$ cat config.mk
export PLATFORM = sky130hd
export DESIGN_NAME = rf_ecc_top
export DESIGN_NICKNAME = d
export VERILOG_FILES = /design/src/rtl/rf_ecc_pkg.sv /design/src/rtl/rf_alert_monitor.sv /design/src/rtl/rf_check_stage.sv /design/src/rtl/rf_ecc_codec.sv /design/src/rtl/rf_ecc_regfile.sv /design/src/rtl/rf_ecc_top.sv /design/src/rtl/rf_read_stage.sv
export VERILOG_INCLUDE_DIRS = /design/src /design/src/rtl
export SDC_FILE = /design/constraint.sdc
export NUM_CORES = 2
export LEC_CHECK = 0
export BUFFER_PORTS_ARGS = -buffer_cell sky130_fd_sc_hd__buf_2
export CELL_PAD_IN_SITES_DETAIL_PLACEMENT = 2
export CELL_PAD_IN_SITES_GLOBAL_PLACEMENT = 2
export CORE_MARGIN = 3
export CORE_UTILIZATION = 45
export CTS_CLUSTER_SIZE = 40
export DETAILED_ROUTE_END_ITERATION = 6
export PLACE_DENSITY = 0.78
export SYNTH_ARGS = -nofsm -noshare
export SYNTH_HDL_FRONTEND = slang
export SYNTH_HIERARCHICAL = 1
export SYNTH_SLANG_ARGS = --single-unit
$ cat constraint.sdc
create_clock -name clk_i -period 3.65 [get_ports clk_i]
set_input_delay 0.5475 -clock clk_i [delete_from_list [all_inputs] [get_ports clk_i]]
set_output_delay 0.5475 -clock clk_i [all_outputs]
set_load 0.01 [all_outputs]
$ cat src/rtl/rf_ecc_macros.svh
`ifndef RF_ECC_MACROS_SVH
`define RF_ECC_MACROS_SVH

// Register file geometry
`define RF_NUM_REGS 32
`define RF_DATA_W 32

// Check bits per word, stored above the data bits
`define RF_ECC_W 6

// Inverted check bits of an all-zero data word
`define RF_ECC_RESET 6'h2A

// Response buffer depth, equal to the request credits granted after reset
`define RF_REQ_CREDITS 4

// Downstream response credits held after reset
`define RF_RSP_CREDITS 2

`endif

$ cat src/rtl/rf_ecc_pkg.sv
`include "rf_ecc_macros.svh"

package rf_ecc_pkg;

  // Register index, data word and stored codeword
  typedef logic [$clog2(`RF_NUM_REGS)-1:0] rf_addr_t;
  typedef logic [`RF_DATA_W-1:0] rf_word_t;
  // Check bits sit above the data bits
  typedef logic [`RF_ECC_W+`RF_DATA_W-1:0] rf_cw_t;

  // Codeword of a cleared register
  localparam rf_cw_t RF_CW_RESET = {`RF_ECC_RESET, {`RF_DATA_W{1'b0}}};

  // Write port command
  typedef struct packed {
    logic     valid;
    rf_addr_t addr;
    rf_word_t data;
  } rf_wr_t;

  // Two-operand read request, qualified by a separate valid
  typedef struct packed {
    rf_addr_t rs1;
    rf_addr_t rs2;
  } rf_req_t;

  // Read response with one error flag per operand
  typedef struct packed {
    rf_word_t rs1_data;
    rf_word_t rs2_data;
    logic     rs1_err;
    logic     rs2_err;
  } rf_rsp_t;

  // Glitch emulation modes
  typedef enum logic [1:0] {
    RF_FAULT_XOR  = 2'd0,
    RF_FAULT_ZERO = 2'd1,
    RF_FAULT_ONE  = 2'd2
  } rf_fault_mode_e;

  // Fault injection command
  typedef struct packed {
    logic           valid;
    rf_addr_t       addr;
    rf_fault_mode_e mode;
    rf_cw_t         mask;
  } rf_fault_t;

endpackage

$ cat src/rtl/rf_alert_monitor.sv
`include "rf_ecc_macros.svh"

module rf_alert_monitor import rf_ecc_pkg::*; (
  input  logic     clk_i,
  input  logic     rst_ni,
  input  logic     err_valid_i,
  input  rf_wr_t   wr_i,
  input  rf_cw_t   mem_i [`RF_NUM_REGS],
  input  rf_addr_t rs1_i,
  input  rf_addr_t rs2_i,
  input  logic     check_valid_i,
  output logic     alert_major_o
);

  logic                    alert_q;
  // Architectural data as written, unaffected by glitches
  rf_word_t                shadow_q [`RF_NUM_REGS];
  // Words that must be flagged when read
  logic [`RF_NUM_REGS-1:0] bad;
  logic [`RF_NUM_REGS-1:0] bad_q;
  logic                    reset_state;

  // Sticky major alert, cleared by reset only
  always_ff @(posedge clk_i or negedge rst_ni) begin
    if (!rst_ni) begin
      alert_q <= 1'b0;
    end else if (err_valid_i) begin
      alert_q <= 1'b1;
    end
  end

  assign alert_major_o = alert_q;

  // Shadow follows the write port the same way as storage
  always_ff @(posedge clk_i or negedge rst_ni) begin
    if (!rst_ni) begin
      for (int i = 0; i < `RF_NUM_REGS; i++) begin
        shadow_q[i] <= '0;
      end
    end else if (wr_i.valid && (wr_i.addr != '0)) begin
      shadow_q[wr_i.addr] <= wr_i.data;
    end
  end

  // Per word, small data flips against shadow or a stuck all-0/all-1 word
  always_comb begin
    reset_state = 1'b1;
    for (int a = 0; a < `RF_NUM_REGS; a++) begin
      bad[a] = ($countones(mem_i[a][`RF_DATA_W-1:0] ^ shadow_q[a]) inside {1, 2})
               || (mem_i[a] == '0) || (mem_i[a] == '1);
      reset_state = reset_state && (mem_i[a] == RF_CW_RESET) && (shadow_q[a] == '0);
    end
  end

  // Snapshot of the read cycle, lines up with the check stage
  always_ff @(posedge clk_i or negedge rst_ni) begin
    if (!rst_ni) begin
      bad_q <= '0;
    end else begin
      bad_q <= bad;
    end
  end

  // Storage and shadow leave reset as encoded zero
  a_reset_values: assert property (@(posedge clk_i) disable iff (!rst_ni)
    $rose(rst_ni) |-> reset_state)
    else $error("Storage not zero with check bits 2A after reset");

  // Reading a corrupted word raises the alert at the next edge
  a_fault_raises_alert: assert property (@(posedge clk_i) disable iff (!rst_ni)
    (check_valid_i && (bad_q[rs1_i] || bad_q[rs2_i])) |=> alert_major_o)
    else $error("Corrupted operand read without a major alert");

  // Written word in storage agrees with the shadow, unless a glitch landed with it
  a_shadow_update: assert property (@(posedge clk_i) disable iff (!rst_ni)
    (wr_i.valid && (wr_i.addr != '0)) |=>
      ((mem_i[$past(wr_i.addr)][`RF_DATA_W-1:0] == shadow_q[$past(wr_i.addr)])
       || bad[$past(wr_i.addr)]))
    else $error("Shadow memory and storage disagree after a write");

endmodule

$ cat src/rtl/rf_check_stage.sv
`include "rf_ecc_macros.svh"

module rf_check_stage import rf_ecc_pkg::*; (
  input  logic    clk_i,
  input  logic    rst_ni,
  input  logic    valid_i,
  input  rf_cw_t  cw1_i,
  input  rf_cw_t  cw2_i,
  input  logic    rsp_credit_i,
  output logic    rsp_valid_o,
  output rf_rsp_t rsp_o,
  output logic    slot_free_o,
  output logic    err_valid_o
);

  localparam int DEPTH = `RF_REQ_CREDITS;
  localparam int PTR_W = (DEPTH > 1) ? $clog2(DEPTH) : 1;
  localparam int CNT_W = $clog2(DEPTH + 1);
  localparam int RCR_W = $clog2(`RF_RSP_CREDITS + 1);

  rf_rsp_t           fifo_q [DEPTH];
  logic [PTR_W-1:0]  wptr_q;
  logic [PTR_W-1:0]  rptr_q;
  logic [CNT_W-1:0]  count_q;
  logic [RCR_W-1:0]  credits_q;
  logic              err1;
  logic              err2;
  logic              push;
  logic              pop;
  rf_rsp_t           rsp_in;

  // One checker per operand
  rf_ecc_codec i_chk1 (
    .data_i ('0),
    .cw_i   (cw1_i),
    .cw_o   (),
    .err_o  (err1)
  );

  rf_ecc_codec i_chk2 (
    .data_i ('0),
    .cw_i   (cw2_i),
    .cw_o   (),
    .err_o  (err2)
  );

  // Checked response, data passed as stored
  always_comb begin
    rsp_in.rs1_data = cw1_i[`RF_DATA_W-1:0];
    rsp_in.rs2_data = cw2_i[`RF_DATA_W-1:0];
    rsp_in.rs1_err  = err1;
    rsp_in.rs2_err  = err2;
  end

  assign push = valid_i;
  // Drain while a downstream credit is held
  assign pop  = (count_q != '0) && (credits_q != '0);

  // Buffer control and downstream credit count
  always_ff @(posedge clk_i or negedge rst_ni) begin
    if (!rst_ni) begin
      wptr_q    <= '0;
      rptr_q    <= '0;
      count_q   <= '0;
      credits_q <= RCR_W'(`RF_RSP_CREDITS);
    end else begin
      if (push) begin
        wptr_q <= (wptr_q == PTR_W'(DEPTH - 1)) ? '0 : wptr_q + 1'b1;
      end
      if (pop) begin
        rptr_q <= (rptr_q == PTR_W'(DEPTH - 1)) ? '0 : rptr_q + 1'b1;
      end
      count_q   <= count_q + CNT_W'(push) - CNT_W'(pop);
      credits_q <= credits_q - RCR_W'(pop) + RCR_W'(rsp_credit_i);
    end
  end

  // Buffer storage
  always_ff @(posedge clk_i) begin
    if (push) begin
      fifo_q[wptr_q] <= rsp_in;
    end
  end

  // Head of buffer goes out in the cycle it is popped
  assign rsp_valid_o = pop;
  assign rsp_o       = fifo_q[rptr_q];
  assign slot_free_o = pop;
  // Any operand error feeds the alert
  assign err_valid_o = valid_i && (err1 || err2);

  // Request credits bound the occupancy
  a_fifo_no_overflow: assert property (@(posedge clk_i) disable iff (!rst_ni)
    (push && !pop) |-> (count_q < CNT_W'(DEPTH)))
    else $error("Response buffer overflow");

  // Consumer never returns more credits than it was given
  a_rsp_credit_bound: assert property (@(posedge clk_i) disable iff (!rst_ni)
    credits_q <= RCR_W'(`RF_RSP_CREDITS))
    else $error("Response credit count above its initial value");

endmodule

$ cat src/rtl/rf_ecc_codec.sv
`include "rf_ecc_macros.svh"

module rf_ecc_codec import rf_ecc_pkg::*; (
  input  rf_word_t data_i,
  input  rf_cw_t   cw_i,
  output rf_cw_t   cw_o,
  output logic     err_o
);

  // Parity check matrix, one column per data bit
  // Columns are distinct and have weight two or more, check bits take the unit columns
  // So every single or double flip over the 38 bits leaves a nonzero syndrome
  // Row parities give 18 hex for all-ones data, which keeps all-0 and all-1 words invalid
  localparam logic [`RF_ECC_W-1:0] H_COL [`RF_DATA_W] = '{
    6'h03, 6'h05, 6'h06, 6'h07, 6'h09, 6'h0A, 6'h0B, 6'h0C,
    6'h0D, 6'h0E, 6'h0F, 6'h11, 6'h12, 6'h13, 6'h14, 6'h15,
    6'h16, 6'h17, 6'h18, 6'h19, 6'h1A, 6'h1B, 6'h1C, 6'h1D,
    6'h1E, 6'h1F, 6'h21, 6'h22, 6'h23, 6'h24, 6'h25, 6'h26
  };

  logic [`RF_ECC_W-1:0] syndrome;

  // Check bits of a data word, inverted by the reset pattern
  function automatic logic [`RF_ECC_W-1:0] calc_ecc(rf_word_t data);
    logic [`RF_ECC_W-1:0] ecc;
    ecc = `RF_ECC_RESET;
    for (int j = 0; j < `RF_DATA_W; j++) begin
      if (data[j]) begin
        ecc = ecc ^ H_COL[j];
      end
    end
    return ecc;
  endfunction

  // Encoder side
  assign cw_o = {calc_ecc(data_i), data_i};

  // Checker side, recompute and compare against stored check bits
  assign syndrome = calc_ecc(cw_i[`RF_DATA_W-1:0]) ^ cw_i[`RF_ECC_W+`RF_DATA_W-1:`RF_DATA_W];

  // Detect only, no correction attempted
  assign err_o = |syndrome;

endmodule

$ cat src/rtl/rf_ecc_regfile.sv
`include "rf_ecc_macros.svh"

module rf_ecc_regfile import rf_ecc_pkg::*; (
  input  logic      clk_i,
  input  logic      rst_ni,
  input  rf_wr_t    wr_i,
  input  rf_fault_t fault_i,
  input  rf_addr_t  raddr1_i,
  input  rf_addr_t  raddr2_i,
  output rf_cw_t    rdata1_o,
  output rf_cw_t    rdata2_o,
  output rf_cw_t    mem_o [`RF_NUM_REGS]
);

  rf_cw_t mem_q [`RF_NUM_REGS];
  rf_cw_t wr_cw;
  rf_cw_t fault_base;
  rf_cw_t fault_cw;
  logic   wr_en;

  // Encoder for the write port
  rf_ecc_codec i_wr_enc (
    .data_i (wr_i.data),
    .cw_i   ('0),
    .cw_o   (wr_cw),
    .err_o  ()
  );

  // Register 0 is hardwired to zero
  assign wr_en = wr_i.valid && (wr_i.addr != '0);

  // Fault lands on top of a same-cycle write to the same register
  always_comb begin
    if (wr_en && (wr_i.addr == fault_i.addr)) begin
      fault_base = wr_cw;
    end else begin
      fault_base = mem_q[fault_i.addr];
    end
    case (fault_i.mode)
      RF_FAULT_ZERO: fault_cw = '0;
      RF_FAULT_ONE:  fault_cw = '1;
      default:       fault_cw = fault_base ^ fault_i.mask;
    endcase
  end

  // Storage, every word starts as encoded zero
  always_ff @(posedge clk_i or negedge rst_ni) begin
    if (!rst_ni) begin
      for (int i = 0; i < `RF_NUM_REGS; i++) begin
        mem_q[i] <= RF_CW_RESET;
      end
    end else begin
      if (wr_en) begin
        mem_q[wr_i.addr] <= wr_cw;
      end
      // Later assignment wins, fault has priority
      if (fault_i.valid) begin
        mem_q[fault_i.addr] <= fault_cw;
      end
    end
  end

  // Raw read ports, checked downstream
  assign rdata1_o = mem_q[raddr1_i];
  assign rdata2_o = mem_q[raddr2_i];

  // Full storage view for the monitor
  assign mem_o = mem_q;

  // Register 0 only moves under a glitch aimed at it
  a_reg0_not_written: assert property (@(posedge clk_i) disable iff (!rst_ni)
    $changed(mem_q[0]) |-> $past(fault_i.valid && (fault_i.addr == '0)))
    else $error("Register 0 changed without a fault targeting it");

endmodule

$ cat src/rtl/rf_ecc_top.sv
`include "rf_ecc_macros.svh"

module rf_ecc_top import rf_ecc_pkg::*; (
  input  logic      clk_i,
  input  logic      rst_ni,
  input  rf_wr_t    wr_i,
  input  logic      req_valid_i,
  input  rf_req_t   req_i,
  output logic      req_credit_o,
  output logic      rsp_valid_o,
  output rf_rsp_t   rsp_o,
  input  logic      rsp_credit_i,
  input  rf_fault_t fault_i,
  output logic      alert_major_o
);

  // Storage read path
  rf_addr_t raddr1;
  rf_addr_t raddr2;
  rf_cw_t   rdata1;
  rf_cw_t   rdata2;
  rf_cw_t   mem [`RF_NUM_REGS];
  // Read stage to check stage
  logic     rd_valid;
  rf_cw_t   cw1;
  rf_cw_t   cw2;
  rf_addr_t rs1;
  rf_addr_t rs2;
  // Check stage feedback and alert source
  logic     slot_free;
  logic     err_valid;

  rf_ecc_regfile i_regfile (
    .clk_i    (clk_i),
    .rst_ni   (rst_ni),
    .wr_i     (wr_i),
    .fault_i  (fault_i),
    .raddr1_i (raddr1),
    .raddr2_i (raddr2),
    .rdata1_o (rdata1),
    .rdata2_o (rdata2),
    .mem_o    (mem)
  );

  rf_read_stage i_read_stage (
    .clk_i        (clk_i),
    .rst_ni       (rst_ni),
    .req_valid_i  (req_valid_i),
    .req_i        (req_i),
    .rdata1_i     (rdata1),
    .rdata2_i     (rdata2),
    .slot_free_i  (slot_free),
    .raddr1_o     (raddr1),
    .raddr2_o     (raddr2),
    .valid_o      (rd_valid),
    .cw1_o        (cw1),
    .cw2_o        (cw2),
    .rs1_o        (rs1),
    .rs2_o        (rs2),
    .req_credit_o (req_credit_o)
  );

  rf_check_stage i_check_stage (
    .clk_i        (clk_i),
    .rst_ni       (rst_ni),
    .valid_i      (rd_valid),
    .cw1_i        (cw1),
    .cw2_i        (cw2),
    .rsp_credit_i (rsp_credit_i),
    .rsp_valid_o  (rsp_valid_o),
    .rsp_o        (rsp_o),
    .slot_free_o  (slot_free),
    .err_valid_o  (err_valid)
  );

  rf_alert_monitor i_alert_monitor (
    .clk_i         (clk_i),
    .rst_ni        (rst_ni),
    .err_valid_i   (err_valid),
    .wr_i          (wr_i),
    .mem_i         (mem),
    .rs1_i         (rs1),
    .rs2_i         (rs2),
    .check_valid_i (rd_valid),
    .alert_major_o (alert_major_o)
  );

endmodule

$ cat src/rtl/rf_read_stage.sv
`include "rf_ecc_macros.svh"

module rf_read_stage import rf_ecc_pkg::*; (
  input  logic     clk_i,
  input  logic     rst_ni,
  input  logic     req_valid_i,
  input  rf_req_t  req_i,
  input  rf_cw_t   rdata1_i,
  input  rf_cw_t   rdata2_i,
  input  logic     slot_free_i,
  output rf_addr_t raddr1_o,
  output rf_addr_t raddr2_o,
  output logic     valid_o,
  output rf_cw_t   cw1_o,
  output rf_cw_t   cw2_o,
  output rf_addr_t rs1_o,
  output rf_addr_t rs2_o,
  output logic     req_credit_o
);

  localparam int CRED_W = $clog2(`RF_REQ_CREDITS + 1);

  // Mirror of the credits held upstream
  logic [CRED_W-1:0] credits_q;
  logic              credit_q;
  // Accepted request, addresses the storage in the next cycle
  logic              rd_valid_q;
  rf_req_t           rd_req_q;
  // Codewords and addresses handed to the check stage
  logic              valid_q;
  rf_cw_t            cw1_q;
  rf_cw_t            cw2_q;
  rf_addr_t          rs1_q;
  rf_addr_t          rs2_q;

  // Credit bookkeeping, one returned per freed buffer slot
  always_ff @(posedge clk_i or negedge rst_ni) begin
    if (!rst_ni) begin
      credits_q  <= CRED_W'(`RF_REQ_CREDITS);
      credit_q   <= 1'b0;
      rd_valid_q <= 1'b0;
      valid_q    <= 1'b0;
    end else begin
      credits_q  <= credits_q - CRED_W'(req_valid_i) + CRED_W'(credit_q);
      credit_q   <= slot_free_i;
      rd_valid_q <= req_valid_i;
      valid_q    <= rd_valid_q;
    end
  end

  // Request capture
  always_ff @(posedge clk_i) begin
    if (req_valid_i) begin
      rd_req_q <= req_i;
    end
  end

  // Operand capture, sees writes up to the accepting edge
  always_ff @(posedge clk_i) begin
    if (rd_valid_q) begin
      cw1_q <= rdata1_i;
      cw2_q <= rdata2_i;
      rs1_q <= rd_req_q.rs1;
      rs2_q <= rd_req_q.rs2;
    end
  end

  assign raddr1_o     = rd_req_q.rs1;
  assign raddr2_o     = rd_req_q.rs2;
  assign valid_o      = valid_q;
  assign cw1_o        = cw1_q;
  assign cw2_o        = cw2_q;
  assign rs1_o        = rs1_q;
  assign rs2_o        = rs2_q;
  assign req_credit_o = credit_q;

  // Upstream only issues against a held credit
  a_req_has_credit: assert property (@(posedge clk_i) disable iff (!rst_ni)
    req_valid_i |-> (credits_q != '0))
    else $error("Request issued without a request credit");

endmodule

==> load_flow_metrics.sql <==
INSERT INTO impl_metrics (metric_group, metric, value, unit) VALUES
('synthesis', 'syn-mean-instance-area', '11.8', 'um2'),
('global_route', 'antenna_violations_before_repair', '66', ''),
('timing', 'worst_pin_slew', '1.35', 'ns'),
('final_layout', 'drive_gt1_share', '37.6', '%'),
('routing', 'drt-initial-drc-count', '13200', ''),
('routing', 'ant_nets', '0', ''),
('timing', 'rsz0062_at_grt', 'false', ''),
('place', 'dp_hpwl', '318000', 'um'),
('global_route', 'track_usage', '45.4', '%'),
('final_layout', 'num-fill-cells', '21400', ''),
('synthesis', 'netlist_area', '103000', 'um2'),
('place', 'dpl.cell_count', '11300', ''),
('setup_path', 'critPathMaxFanout', '32', ''),
('setup_path', 'worst_ep_required_time', '4.42', 'ns'),
('pwr', 'seqPwrFrac', '37.8', '%'),
('final_layout', 'commonest_non_fill_non_tap_cell_in_the_layout', 'sky130_fd_sc_hd__mux2_2', ''),
('timing', 'final_period_util', '96.1', '%'),
('cts', 'clock_tree.buffer_depth', '3', ''),
('floorplanning', 'die_x', '484', 'um'),
('global_route', 'via_count_of_the_first_global_routing_pass', '94500', ''),
('floorplanning', 'core', '226000', 'um2'),
('cts', 'cts-buffers-inserted', '185', ''),
('floorplanning', 'ioPinCount', '167', ''),
('min_path', 'worst_hold_path_type', 'in -> async', ''),
('cts', 'root_buffer', 'sky130_fd_sc_hd__clkbuf_16', ''),
('global_route', 'grt_overflow_total', '0', ''),
('routing', 'routed-via-count', '89800', ''),
('cts', 'cts_post_setup_buffers_inserted', '0', ''),
('run_status', 'outcome', 'finished, final reports clean', ''),
('routing', 'drt-pass1-iter-count', '6', ''),
('cts', 'cts_num_sinks', '1579', ''),
('final_layout', 'most-common-layout-cells', 'sky130_fd_sc_hd__mux2_2, sky130_fd_sc_hd__nand2_1, sky130_fd_sc_hd__dfrtp_1', ''),
('timing', 'max_slew_margin', '9.06', '%'),
('floorplanning', 'die_area', '234000', 'um2'),
('setup_path', 'worstPathArrival', '4.27', 'ns'),
('pwr', 'power.share.combinational', '37.6', '%'),
('final_layout', 'stdcell_count', '11800', ''),
('pwr', 'power_switching_share', '38.2', '%'),
('timing', 'fmax', '0.285', 'GHz'),
('global_route', 'wire_length_of_the_first_global_routing_pass', '755000', 'um'),
('pwr', 'internal_power', '49.8', 'mW'),
('timing', 'report.final.setup_viol', '0', ''),
('timing', 'drv_slew', '0', ''),
('place', 'gp_congestion', '0.915', ''),
('synthesis', 'synth_fp_nets', '8814', ''),
('floorplanning', 'floorplan.initialDensity', '45.5', '%'),
('cts', 'cts_tree', 'built', ''),
('synthesis', 'synth_warnings', '6', ''),
('cts', 'cts_max_level', '4', ''),
('pwr', 'total_power', '80.5', 'mW'),
('floorplanning', 'chipHeight', '484', 'um'),
('timing', 'fin_crit', '3.51', 'ns'),
('routing', 'post-route-drc-count', '0', ''),
('final_layout', 'syn_to_final_growth', '12.8', '%'),
('routing', 'post_drt_via_cell_ratio', '7.64', ''),
('global_route', 'grt_max_degree', '107', ''),
('setup_path', 'start_kind', 'input port', ''),
('routing', 'post_drt_wl_per_cell', '46.2', 'um'),
('cts', 'clk_pin_slew_worst_paths', '0.08', 'ns'),
('setup_path', 'worst_setup_ep_type', 'register', ''),
('place', 'place.port_buffers', '166', ''),
('flow_run', 'max_cap_violations', '0', ''),
('synthesis', 'synthCells', '8707', ''),
('timing', 'final_hold_viol_count', '0', ''),
('setup_path', 'critPathKind', 'in -> reg', ''),
('final_layout', 'final_core_utilization', '51.3', '%'),
('pwr', 'power.share.clock', '24.5', '%'),
('final_layout', 'design.final.nets', '8655', ''),
('floorplanning', 'core.rowCount', '174', ''),
('pwr', 'p_sw', '30.7', 'mW'),
('cts', 'latest_clock_arrival_within_the_worst_skew_pair', '0.91', 'ns'),
('routing', 'detail_route.wirelength', '543000', 'um'),
('timing', 'worst_clock_skew', '0.0558', 'ns'),
('pwr', 'powerDensity', '694', 'nW/um2'),
('pwr', 'cellLeakagePower', '47.8', 'nW'),
('pwr', 'worst_ir_drop_vdd', '0.413', 'mV');
## stage by stage
stage / hold slack (ns) / instance area, um2 / worst slack [ns] / setup TNS, ns
after floorplan: 0.252 / 103000 / 0.686 / 0
after global placement: 0.441 / 110000 / -0.0179 / -0.0304
after detailed placement: 0.490 / 110000 / -0.0625 / -0.234
after CTS: 0.195 / 116000 / 0.271 / 0
after global routing: 0.226 / 116000 / 0.180 / 0
final: 0.219 / 116000 / 0.143 / 0
## power by group through the flow
stage	clock network, mW	registers (mW)	logic [mW]
final	19.7	30.5	30.3
after global routing	20.5	30.8	31.7
after CTS	19.8	30.0	29.5
after detailed placement	0	30.0	28.6
after global placement	0	28.9	26.7
after floorplan	0	27.2	20.5
## final cells by class
type | instances | area, um2 | area share [%]
diodes | 55 | 138 | 0.119
clock buffers | 281 | 5400 | 4.66
clock inverters | 61 | 826 | 0.712
inverters | 8 | 30.0 | 0.0259
multi-input cells | 6111 | 57300 | 49.4
flip-flops and latches | 1579 | 41400 | 35.7
well taps | 2992 | 3740 | 3.23
repair buffers | 663 | 7160 | 6.17
## registers in the layout (all words and copies together), names as in the netlist
name	flops
i_check_stage/count_q	3
i_read_stage/raddr1_o	5
i_read_stage/req_credit_o	1
i_read_stage/valid_o	1
i_check_stage/wptr_q	2
i_read_stage/cw1_o	38
i_read_stage/raddr2_o	5
i_regfile/mem_o	1216
i_read_stage/cw2_o	38
i_read_stage/rd_valid_q	1
i_check_stage/credits_q	2
i_check_stage/rptr_q	2
i_alert_monitor/alert_major_o	1
i_check_stage/fifo_q	264
## layer usage
| layer | vias up | share of wire, % | routed length (um) | global-route usage [%] |
|---|---|---|---|---|
| li1 | 32500 | - | - | - |
| met1 | 46900 | 34 | 185000 | 54.0 |
| met2 | 7715 | 43 | 234000 | 65.9 |
| met3 | 2640 | 13 | 70100 | 16.2 |
| met4 | 38 | 9.9 | 53600 | 37.4 |
| met5 | - | 0.052 | 281 | 0 |
## path summary, 6_finish.rpt
path | from | end | slack [ns] | depth (start not counted)
worst min register to register | i_regfile/mem_o[1213] | i_regfile/mem_o[1213] | 0.51 | 2
worst max register to register | i_read_stage/cw1_o[26] | i_alert_monitor/alert_major_o | 0.33 | 8
worst max-delay path | wr_i[0] | i_regfile/mem_o[641] | 0.14 | 10
worst min-delay path | rst_ni | i_regfile/mem_o[245] | 0.22 | 2
max in group asynchronous | rst_ni | i_regfile/mem_o[946] | 2.10 | 4
min in group clk_i | req_valid_i | i_read_stage/rd_valid_q | 0.27 | 1
## what timing repair did
item                                    4_1_cts  5_1_grt
endpoints found under the setup margin        0        0
hold endpoints to repair                     81        0
gates resized for setup                       0        0
hold buffers                                 12        0
## worst max-delay path, cell delays in order
cell and delay [ns]:
sky130_fd_sc_hd__buf_2 0.16, sky130_fd_sc_hd__xnor2_1 1.05, sky130_fd_sc_hd__xnor2_1 0.21, sky130_fd_sc_hd__xnor2_1 0.41
sky130_fd_sc_hd__xnor2_1 0.21, sky130_fd_sc_hd__xnor2_2 0.29, sky130_fd_sc_hd__nor2_1 0.09, sky130_fd_sc_hd__o21ai_0 0.24
sky130_fd_sc_hd__or4b_4 0.71, sky130_fd_sc_hd__o21ai_0 0.34
Power figures use the tool's default switching activity.
